File: config.mk
export PLATFORM = sky130hd
export DESIGN_NAME = ctrl_regs_top
export DESIGN_NICKNAME = d
export VERILOG_FILES = /design/src/rtl/vchess_ctrl_pkg.sv /design/src/rtl/reg_write_if.sv /design/src/rtl/axi_channel_slot.sv /design/src/rtl/axi_write_commit.sv /design/src/rtl/control_reg_bank.sv /design/src/rtl/status_read_port.sv /design/src/rtl/ctrl_regs_top.sv
export SDC_FILE = /design/constraint.sdc
export NUM_CORES = 1
export LEC_CHECK = 0
export BUFFER_PORTS_ARGS = -buffer_cell sky130_fd_sc_hd__buf_2
export CAP_MARGIN = 20
export CORE_AREA = 2 2 206 208
export CTS_CLUSTER_SIZE = 8
export DETAILED_ROUTE_END_ITERATION = 6
export DIE_AREA = 0 0 208 210
export MAX_ROUTING_LAYER = met4
export PLACE_DENSITY_LB_ADDON = 0.08
export SLEW_MARGIN = 20
export SYNTH_ARGS = -nofsm -noshare
export SYNTH_HDL_FRONTEND = slang
export SYNTH_SLANG_ARGS = --single-unit
File: constraint.sdc
create_clock -name clk -period 5.26 [get_ports clk]
set_input_delay 0.789 -clock clk [delete_from_list [all_inputs] [get_ports clk]]
set_output_delay 0.789 -clock clk [all_outputs]
set_load 0.1 [all_outputs]
File: src/rtl/vchess_ctrl_pkg.sv
package vchess_ctrl_pkg;

   localparam int AXI_ADDR_WIDTH = 40;
   localparam int AXI_DATA_WIDTH = 32;
   localparam int AXI_STRB_WIDTH = AXI_DATA_WIDTH / 8;
   localparam int REG_INDEX_WIDTH = 14;
   localparam int REG_INDEX_LSB = 2; // Word aligned registers

   localparam int SIDE_WIDTH = 32;
   localparam int BOARD_WORDS = 8;
   localparam int BOARD_WIDTH = SIDE_WIDTH * BOARD_WORDS;
   localparam int BOARD_SEL_WIDTH = $clog2(BOARD_WORDS);

   typedef logic [AXI_ADDR_WIDTH-1:0] axi_addr_t;
   typedef logic [AXI_DATA_WIDTH-1:0] axi_data_t;
   typedef logic [AXI_STRB_WIDTH-1:0] axi_strb_t;
   typedef logic [1:0] axi_resp_t;
   typedef logic [BOARD_WIDTH-1:0] board_t;
   typedef logic [REG_INDEX_WIDTH-1:0] reg_index_t;

   localparam axi_resp_t RESP_OKAY = 2'b00;

   localparam reg_index_t REG_CONTROL = 14'd0;
   localparam reg_index_t REG_MOVE_INDEX = 14'd1;
   localparam reg_index_t REG_POSITION = 14'd2;
   localparam reg_index_t REG_HALF_MOVE = 14'd3;
   localparam reg_index_t REG_CAPTURE = 14'd4;
   localparam reg_index_t REG_BOARD_BASE = 14'd8;
   localparam reg_index_t REG_EVAL = 14'd134;
   localparam reg_index_t REG_MOVE_COUNT = 14'd135;
   localparam reg_index_t REG_INITIAL_EVAL = 14'd136;
   localparam reg_index_t REG_HALF_MOVE_IN = 14'd138;

   // Data bit positions of the control register
   localparam int CTRL_NEW_BOARD_VALID_BIT = 0;
   localparam int CTRL_CLEAR_MOVES_BIT = 1;
   localparam int CTRL_USE_RANDOM_BIT = 30;
   localparam int CTRL_SOFT_RESET_BIT = 31;

   typedef struct packed {
      logic soft_reset;
      logic use_random_bit;
      logic clear_moves;
      logic new_board_valid;
   } control_t;

   typedef struct packed {
      logic       white_to_move;
      logic [3:0] castle_mask;
      logic [3:0] en_passant_col;
   } position_t;

   localparam int POSITION_WIDTH = $bits(position_t);

   typedef struct packed {
      logic mate;
      logic stalemate;
      logic thrice_rep;
      logic fifty_move;
      logic insufficient_material;
      logic board_check;
   } root_status_t;

   typedef struct packed {
      axi_data_t data;
      axi_strb_t strb;
   } wdata_beat_t;

   function automatic reg_index_t addr_to_index(axi_addr_t addr);
      return addr[REG_INDEX_LSB +: REG_INDEX_WIDTH];
   endfunction

   function automatic logic is_board_index(reg_index_t index);
      return (index >= REG_BOARD_BASE) && (index < REG_BOARD_BASE + BOARD_WORDS);
   endfunction

endpackage

File: src/rtl/reg_write_if.sv
`timescale 1ns/1ps

interface reg_write_if;
   import vchess_ctrl_pkg::*;

   logic       valid; // One cycle per committed write
   reg_index_t index;
   axi_data_t  data;
   axi_strb_t  strb;

   modport commit
     (
      output valid,
      output index,
      output data,
      output strb
      );

   modport bank
     (
      input valid,
      input index,
      input data,
      input strb
      );

endinterface

File: src/rtl/axi_channel_slot.sv
`timescale 1ns/1ps

module axi_channel_slot #
  (
   parameter type payload_t = logic
   )
   (
    input  logic     clk,
    input  logic     reset,

    input  logic     in_valid,
    output logic     in_ready,
    input  payload_t in_payload,

    input  logic     take,
    output logic     full,
    output payload_t payload
    );

   logic accept;

   assign in_ready = !full; // Ready while empty
   assign accept = in_valid && in_ready;

   always_ff @(posedge clk)
   begin
      if (reset)
      begin
         full <= 1'b0;
      end
      else if (accept)
      begin
         full <= 1'b1;
      end
      else if (take)
      begin
         full <= 1'b0;
      end
   end

   always_ff @(posedge clk)
   begin
      if (accept)
      begin
         payload <= in_payload;
      end
   end

endmodule

File: src/rtl/axi_write_commit.sv
`timescale 1ns/1ps

module axi_write_commit
  (
   input  logic                        clk,
   input  logic                        reset,

   input  logic                        aw_full,
   input  vchess_ctrl_pkg::axi_addr_t  aw_addr,
   input  logic                        w_full,
   input  vchess_ctrl_pkg::wdata_beat_t w_beat,
   output logic                        take,

   output logic                        bvalid,
   input  logic                        bready,
   output vchess_ctrl_pkg::axi_resp_t  bresp,

   reg_write_if.commit                 wr
   );

   import vchess_ctrl_pkg::*;

   logic commit;

   // Both beats held and no response pending
   assign commit = aw_full && w_full && !bvalid;
   assign take = commit;

   assign wr.valid = commit;
   assign wr.index = addr_to_index(aw_addr);
   assign wr.data = w_beat.data;
   assign wr.strb = w_beat.strb;

   assign bresp = RESP_OKAY; // No error responses

   always_ff @(posedge clk)
   begin
      if (reset)
      begin
         bvalid <= 1'b0;
      end
      else if (commit)
      begin
         bvalid <= 1'b1;
      end
      else if (bready)
      begin
         bvalid <= 1'b0;
      end
   end

endmodule

File: src/rtl/control_reg_bank.sv
`timescale 1ns/1ps

module control_reg_bank #
  (
   parameter int MAX_POSITIONS_LOG2 = 8,
   parameter int HALF_MOVE_WIDTH = 8
   )
   (
    input  logic                            clk,
    input  logic                            reset,

    reg_write_if.bank                       wr,

    output vchess_ctrl_pkg::control_t       control,
    output logic [MAX_POSITIONS_LOG2-1:0]   move_index,
    output vchess_ctrl_pkg::position_t      position,
    output logic [HALF_MOVE_WIDTH-1:0]      half_move,
    output logic                            capture_moves,
    output vchess_ctrl_pkg::board_t         new_board
    );

   import vchess_ctrl_pkg::*;

   logic [BOARD_SEL_WIDTH-1:0] board_sel;
   axi_data_t                  cur_word;
   axi_data_t                  merged;

   assign board_sel = wr.index[BOARD_SEL_WIDTH-1:0]; // Base is word aligned

   // Current image of the addressed register
   always_comb
   begin
      cur_word = '0;
      case (wr.index)
         REG_CONTROL:
         begin
            cur_word[CTRL_NEW_BOARD_VALID_BIT] = control.new_board_valid;
            cur_word[CTRL_CLEAR_MOVES_BIT] = control.clear_moves;
            cur_word[CTRL_USE_RANDOM_BIT] = control.use_random_bit;
            cur_word[CTRL_SOFT_RESET_BIT] = control.soft_reset;
         end
         REG_MOVE_INDEX: cur_word = axi_data_t'(move_index);
         REG_POSITION:   cur_word = axi_data_t'(position);
         REG_HALF_MOVE:  cur_word = axi_data_t'(half_move);
         REG_CAPTURE:    cur_word = axi_data_t'(capture_moves);
         default:
         begin
            if (is_board_index(wr.index))
            begin
               cur_word = new_board[board_sel * SIDE_WIDTH +: SIDE_WIDTH];
            end
         end
      endcase
      for (int lane = 0; lane < AXI_STRB_WIDTH; lane++)
      begin
         merged[lane * 8 +: 8] = wr.strb[lane] ? wr.data[lane * 8 +: 8] : cur_word[lane * 8 +: 8];
      end
   end

   always_ff @(posedge clk)
   begin
      if (reset)
      begin
         control <= '0;
         move_index <= '0;
         position <= '0;
         half_move <= '0;
         capture_moves <= 1'b0;
         new_board <= '0;
      end
      else if (wr.valid)
      begin
         case (wr.index)
            REG_CONTROL:
            begin
               control.new_board_valid <= merged[CTRL_NEW_BOARD_VALID_BIT];
               control.clear_moves <= merged[CTRL_CLEAR_MOVES_BIT];
               control.use_random_bit <= merged[CTRL_USE_RANDOM_BIT];
               control.soft_reset <= merged[CTRL_SOFT_RESET_BIT];
            end
            REG_MOVE_INDEX: move_index <= merged[MAX_POSITIONS_LOG2-1:0];
            REG_POSITION:   position <= position_t'(merged[POSITION_WIDTH-1:0]);
            REG_HALF_MOVE:  half_move <= merged[HALF_MOVE_WIDTH-1:0];
            REG_CAPTURE:    capture_moves <= merged[0];
            default:
            begin
               if (is_board_index(wr.index))
               begin
                  new_board[board_sel * SIDE_WIDTH +: SIDE_WIDTH] <= merged;
               end
            end
         endcase
      end
   end

endmodule

File: src/rtl/status_read_port.sv
`timescale 1ns/1ps

module status_read_port #
  (
   parameter int MAX_POSITIONS_LOG2 = 8,
   parameter int HALF_MOVE_WIDTH = 8,
   parameter int EVAL_WIDTH = 24
   )
   (
    input  logic                             clk,
    input  logic                             reset,

    input  vchess_ctrl_pkg::axi_addr_t       araddr,
    input  logic                             arvalid,
    output logic                             arready,
    output vchess_ctrl_pkg::axi_data_t       rdata,
    output vchess_ctrl_pkg::axi_resp_t       rresp,
    output logic                             rvalid,
    input  logic                             rready,

    input  vchess_ctrl_pkg::control_t        control,
    input  logic [MAX_POSITIONS_LOG2-1:0]    move_index,
    input  vchess_ctrl_pkg::position_t       position,
    input  logic [HALF_MOVE_WIDTH-1:0]       half_move,
    input  logic                             capture_moves,
    input  vchess_ctrl_pkg::board_t          new_board,

    input  logic                             am_idle,
    input  logic                             am_moves_ready,
    input  logic                             am_move_ready,
    input  vchess_ctrl_pkg::root_status_t    root_status,
    input  logic [MAX_POSITIONS_LOG2-1:0]    am_move_count,
    input  logic signed [EVAL_WIDTH-1:0]     am_eval,
    input  logic signed [EVAL_WIDTH-1:0]     initial_eval,
    input  logic [HALF_MOVE_WIDTH-1:0]       am_half_move
    );

   import vchess_ctrl_pkg::*;

   reg_index_t                 rd_index;
   logic [BOARD_SEL_WIDTH-1:0] board_sel;
   axi_data_t                  read_word;

   assign rd_index = addr_to_index(araddr);
   assign board_sel = rd_index[BOARD_SEL_WIDTH-1:0];
   assign arready = !rvalid; // One read in flight
   assign rresp = RESP_OKAY;

   always_comb
   begin
      read_word = '0;
      case (rd_index)
         REG_CONTROL:
         begin
            read_word[CTRL_NEW_BOARD_VALID_BIT] = control.new_board_valid;
            read_word[CTRL_CLEAR_MOVES_BIT] = control.clear_moves;
            read_word[2] = am_moves_ready;
            read_word[3] = am_move_ready;
            read_word[4] = root_status.stalemate;
            read_word[5] = root_status.mate;
            read_word[6] = root_status.thrice_rep;
            read_word[7] = am_idle;
            read_word[8] = root_status.fifty_move;
            read_word[9] = root_status.insufficient_material;
            read_word[10] = root_status.board_check;
            read_word[CTRL_USE_RANDOM_BIT] = control.use_random_bit;
            read_word[CTRL_SOFT_RESET_BIT] = control.soft_reset;
         end
         REG_MOVE_INDEX:   read_word = axi_data_t'(move_index);
         REG_POSITION:     read_word = axi_data_t'(position);
         REG_HALF_MOVE:    read_word = axi_data_t'(half_move);
         REG_CAPTURE:      read_word = axi_data_t'(capture_moves);
         REG_EVAL:         read_word = {{(AXI_DATA_WIDTH - EVAL_WIDTH){am_eval[EVAL_WIDTH-1]}}, am_eval};
         REG_MOVE_COUNT:   read_word = axi_data_t'(am_move_count);
         REG_INITIAL_EVAL:
            read_word = {{(AXI_DATA_WIDTH - EVAL_WIDTH){initial_eval[EVAL_WIDTH-1]}}, initial_eval};
         REG_HALF_MOVE_IN: read_word = axi_data_t'(am_half_move);
         default:
         begin
            if (is_board_index(rd_index))
            begin
               read_word = new_board[board_sel * SIDE_WIDTH +: SIDE_WIDTH];
            end
         end
      endcase
   end

   always_ff @(posedge clk)
   begin
      if (reset)
      begin
         rvalid <= 1'b0;
      end
      else if (arvalid && arready)
      begin
         rvalid <= 1'b1;
      end
      else if (rready)
      begin
         rvalid <= 1'b0;
      end
   end

   always_ff @(posedge clk)
   begin
      if (arvalid && arready)
      begin
         rdata <= read_word; // Sampled at acceptance
      end
   end

endmodule

File: src/rtl/ctrl_regs_top.sv
`timescale 1ns/1ps

module ctrl_regs_top #
  (
   parameter int MAX_POSITIONS_LOG2 = 8,
   parameter int HALF_MOVE_WIDTH = 8,
   parameter int EVAL_WIDTH = 24
   )
   (
    input  logic                            clk,
    input  logic                            reset,

    input  vchess_ctrl_pkg::axi_addr_t      awaddr,
    input  logic                            awvalid,
    output logic                            awready,
    input  vchess_ctrl_pkg::axi_data_t      wdata,
    input  vchess_ctrl_pkg::axi_strb_t      wstrb,
    input  logic                            wvalid,
    output logic                            wready,
    output logic                            bvalid,
    input  logic                            bready,
    output vchess_ctrl_pkg::axi_resp_t      bresp,
    input  vchess_ctrl_pkg::axi_addr_t      araddr,
    input  logic                            arvalid,
    output logic                            arready,
    output vchess_ctrl_pkg::axi_data_t      rdata,
    output vchess_ctrl_pkg::axi_resp_t      rresp,
    output logic                            rvalid,
    input  logic                            rready,

    input  logic                            am_idle,
    input  logic                            am_moves_ready,
    input  logic                            am_move_ready,
    input  logic [MAX_POSITIONS_LOG2-1:0]   am_move_count,
    input  logic signed [EVAL_WIDTH-1:0]    am_eval, // Indexed move
    input  logic [HALF_MOVE_WIDTH-1:0]      am_half_move,
    input  logic                            initial_mate,
    input  logic                            initial_stalemate,
    input  logic                            initial_thrice_rep,
    input  logic                            initial_fifty_move,
    input  logic                            initial_insufficient_material,
    input  logic                            initial_board_check,
    input  logic signed [EVAL_WIDTH-1:0]    initial_eval, // Root position

    output logic                            new_board_valid,
    output logic                            clear_moves,
    output logic                            use_random_bit,
    output logic                            soft_reset,
    output logic [MAX_POSITIONS_LOG2-1:0]   move_index,
    output logic                            white_to_move,
    output logic [3:0]                      castle_mask,
    output logic [3:0]                      en_passant_col,
    output logic [HALF_MOVE_WIDTH-1:0]      half_move,
    output logic                            capture_moves,
    output vchess_ctrl_pkg::board_t         new_board
    );

   import vchess_ctrl_pkg::*;

   logic         aw_full;
   axi_addr_t    aw_addr;
   logic         w_full;
   wdata_beat_t  w_beat_in;
   wdata_beat_t  w_beat;
   logic         take;
   control_t     control;
   position_t    position;
   root_status_t root_status;

   reg_write_if wr_if ();

   assign w_beat_in = '{data: wdata, strb: wstrb};

   assign root_status = '{mate: initial_mate, stalemate: initial_stalemate,
                          thrice_rep: initial_thrice_rep, fifty_move: initial_fifty_move,
                          insufficient_material: initial_insufficient_material,
                          board_check: initial_board_check};

   assign new_board_valid = control.new_board_valid;
   assign clear_moves = control.clear_moves;
   assign use_random_bit = control.use_random_bit;
   assign soft_reset = control.soft_reset; // Register only, drives the engine
   assign white_to_move = position.white_to_move;
   assign castle_mask = position.castle_mask;
   assign en_passant_col = position.en_passant_col;

   axi_channel_slot #(.payload_t(axi_addr_t)) aw_slot
     (.clk(clk), .reset(reset), .in_valid(awvalid), .in_ready(awready), .in_payload(awaddr),
      .take(take), .full(aw_full), .payload(aw_addr));

   axi_channel_slot #(.payload_t(wdata_beat_t)) w_slot
     (.clk(clk), .reset(reset), .in_valid(wvalid), .in_ready(wready), .in_payload(w_beat_in),
      .take(take), .full(w_full), .payload(w_beat));

   axi_write_commit write_commit
     (.clk(clk), .reset(reset), .aw_full(aw_full), .aw_addr(aw_addr), .w_full(w_full),
      .w_beat(w_beat), .take(take), .bvalid(bvalid), .bready(bready), .bresp(bresp),
      .wr(wr_if.commit));

   control_reg_bank #(.MAX_POSITIONS_LOG2(MAX_POSITIONS_LOG2),
                      .HALF_MOVE_WIDTH(HALF_MOVE_WIDTH)) reg_bank
     (.clk(clk), .reset(reset), .wr(wr_if.bank), .control(control), .move_index(move_index),
      .position(position), .half_move(half_move), .capture_moves(capture_moves),
      .new_board(new_board));

   status_read_port #(.MAX_POSITIONS_LOG2(MAX_POSITIONS_LOG2),
                      .HALF_MOVE_WIDTH(HALF_MOVE_WIDTH),
                      .EVAL_WIDTH(EVAL_WIDTH)) read_port
     (.clk(clk), .reset(reset), .araddr(araddr), .arvalid(arvalid), .arready(arready),
      .rdata(rdata), .rresp(rresp), .rvalid(rvalid), .rready(rready),
      .control(control), .move_index(move_index), .position(position), .half_move(half_move),
      .capture_moves(capture_moves), .new_board(new_board), .am_idle(am_idle),
      .am_moves_ready(am_moves_ready), .am_move_ready(am_move_ready),
      .root_status(root_status), .am_move_count(am_move_count), .am_eval(am_eval),
      .initial_eval(initial_eval), .am_half_move(am_half_move));

endmodule

==> flow_summary.yaml <==
clocking:
  cts_hold_buf: 0
  clk_pin_slew_worst_paths_ns: 0.05
  post_cts_buffers: 0
  cts_buffer_depth: 3
  htree_levels: 2
  cts.repair.resized: 0
  clock_latency_ns: 0.59
  cts_tree: "built"
  cts_sinks: 372
  root_buffer: "clkbuf_16"
  cts_buffers: 52
synth:
  yosysWarnings: 0
  synth_seq_cells: 372
  synth_flop_cell: "dfxtp_1"
  synthTopCellsByCount: "dfxtp_1, o21ai_0, nand2_1"
  syn_inst: 1494
  synth_enable_flop_cells: 82
  synth.avg_cell_area_um2: 11.5
  ys_async_sr_fraction: 0
  yosys.cell_count.top_type: "dfxtp_1"
  syn_area_um2: 17100
  synth_top_cell_area_share: 0.339
  yosysTopAreaCell: "dfxtp_1"
  synth.distinct_cells: 49
  ys_top_cells_by_area: "dfxtp_1, mux4_2, edfxtp_1"
  synth-seq-area-share: 0.483
hold_path:
  hold_path_class: "in2reg"
  worstHoldPathCells: 1
  min-delay-start: "wdata[12]"
  hold_path_end: "w_slot.payload[16]$_DFFE_PP_"
layout:
  final_util: 0.516
  layout.nets: 2108
  fillers: 3779
  syn_to_final_growth_pct: 25.0
  register_area_um2: 8270
  fin_area_um2: 21400
  drive_above_1_share: 0.377
  multi_input_area_um2: 8280
setup_path:
  critPathMaxFanout: 32
  r2r-end: "reg_bank.new_board[229]$_SDFFE_PP0P_"
  cp.required_ns: 5.75
  r2r_start: "aw_slot.payload[8]$_DFFE_PP_"
  worstRegToRegCells: 6
  startpoint: "aw_slot.payload[8]$_DFFE_PP_"
  startpoint_type: "flip-flop"
  arrival_ns: 3.99
  cp-end-kind: "flip-flop"
  worstSetupPathType: "reg2reg"
  reg2reg_slack_ns: 1.76
placement:
  portBuffers: 466
  dp_hpwl_mm: 44.6
  placed_cell_area_um2: 19900
  gp_congestion: 0.874
  pre_cts_ws_ns: 1.46
timing:
  tightest_slew_ns: 1.18
  period_needed_ns: 3.50
  rsz0062_at_grt: "false"
  fin_crit_sh: 0.665
  fmax_mhz: 286
  layout_setup_ws_ns: 1.76
  finalHoldViolCount: 0
  skew_ns: 0.0239
  slew_headroom: 0.214
  finalSetupViolCount: 0
  setup-tns-final_ns: 0
  maxSlewViolCount: 0
routing:
  drtPass1Iterations: 7
  antenna_left: 0
  routedWlPerCell_um: 27.8
  wl_mm: 68.9
  via_per_inst: 6.12
  vias: 15212
  remaining_drc_errors: 0
  drtIter0Drc: 1401
grt:
  overflow: 0
  grt_pass1_vias: 14651
  antenna_found_initial: 3
  grt_usage: 0.318
  grt_pass1_wl_mm: 100
  grt_max_degree: 48
floorplan:
  die_x_um: 208
  die_h_um: 210
  std_cell_rows: 75
  ioPinCount: 523
  die_area_um2: 43700
  core_area_um2: 41500
  start_util: 0.413
power_and_ir_drop:
  peakVddDrop_mv: 0.215
  p_per_area_nw_per_um2: 310
  leakage_nw: 8.53
  power.total_mw: 6.64
outcome:
  outcome: "finished clean"
flow_run:
  drv_cap: 0
## kinds of logic after synthesis
family | count (synthesis) | share of synthesized area
buffers and inverters | 159 | 0.0400
flip-flops | 372 | 0.483
adder cells (fa/ha/maj) | 5 | 0.00365
AO/OA/AOI/OAI | 452 | 0.182
multiplexers | 191 | 0.207
other | 1 | 0.000219
AND/OR/NAND/NOR | 314 | 0.0838
## cell type report
cell class	instances	share of cell area
Clock buffer	87	0.0679
Antenna cell	3	0.000351
Sequential cell	372	0.386
Multi-Input combinational cell	966	0.387
Timing Repair Buffer	502	0.123
Tap cell	539	0.0315
Clock inverter	2	0.00117
Inverter	13	0.00228
## layout by cell type, fill, tap and decap left out, drive strengths merged, types with 5 or more instances in the layout
master     n
buf      502
dfxtp    290
o21ai    161
nand2    146
mux4     131
o2bb2ai   96
clkbuf    87
edfxtp    82
nor2      77
a211oi    65
a21oi     62
mux2i     60
nor3      35
a22oi     25
a222oi    15
nand3     13
inv       13
o211ai     9
nor4       9
nor2b      8
a221oi     7
and3       6
ha         5
nand4      5
## power breakdown
part | total [mW] | internal [mW] | switching, mW
logic | 0.540 | 0.141 | 0.399
clock network | 3.11 | 1.86 | 1.25
registers | 2.99 | 2.96 | 0.0293
total | 6.64 | 4.96 | 1.68
## how the worst max path moves through the flow
stage / end
after floorplan: reg_bank.new_board[141]$_SDFFE_PP0P_
after global placement: read_port.rdata[26]$_DFFE_PP_
after detailed placement: read_port.rdata[26]$_DFFE_PP_
after CTS: reg_bank.new_board[229]$_SDFFE_PP0P_
after global routing: reg_bank.new_board[111]$_SDFFE_PP0P_
final: reg_bank.new_board[229]$_SDFFE_PP0P_
## state kept, by name, summed over array words and instances (netlist names), 4 cells and up
name and count:
reg_bank.new_board 256, reg_bank.control 4, reg_bank.move_index 8, w_slot.payload 36
reg_bank.position 9, read_port.rdata 32, reg_bank.half_move 8, aw_slot.payload 14
## layer usage
| metal | track usage | wire length, µm | up-vias |
|---|---|---|---|
| li1 | - | - | 6635 |
| met1 | 0.431 | 28800 | 7651 |
| met2 | 0.486 | 32000 | 801 |
| met3 | 0.0571 | 6240 | 125 |
| met4 | 0.100 | 1850 | 0 |
| met5 | - | 0 | - |
## metrics by stage
step	cells	hold slack (ns)
final	2484	0.375
after global routing	2483	0.362
after CTS	2480	0.347
after detailed placement	2391	0.484
after global placement	2391	0.473
after floorplan	1497	0.490
## worst max-delay path: stages (launching register included)
cell and delay (ns):
edfxtp_1 0.42, nor4_4 0.50, nand4_2 0.14, buf_4 0.33
nor3_2 0.72, nand2_2 0.89, o2bb2ai_1 0.39
(Power assumes the default switching activity.)
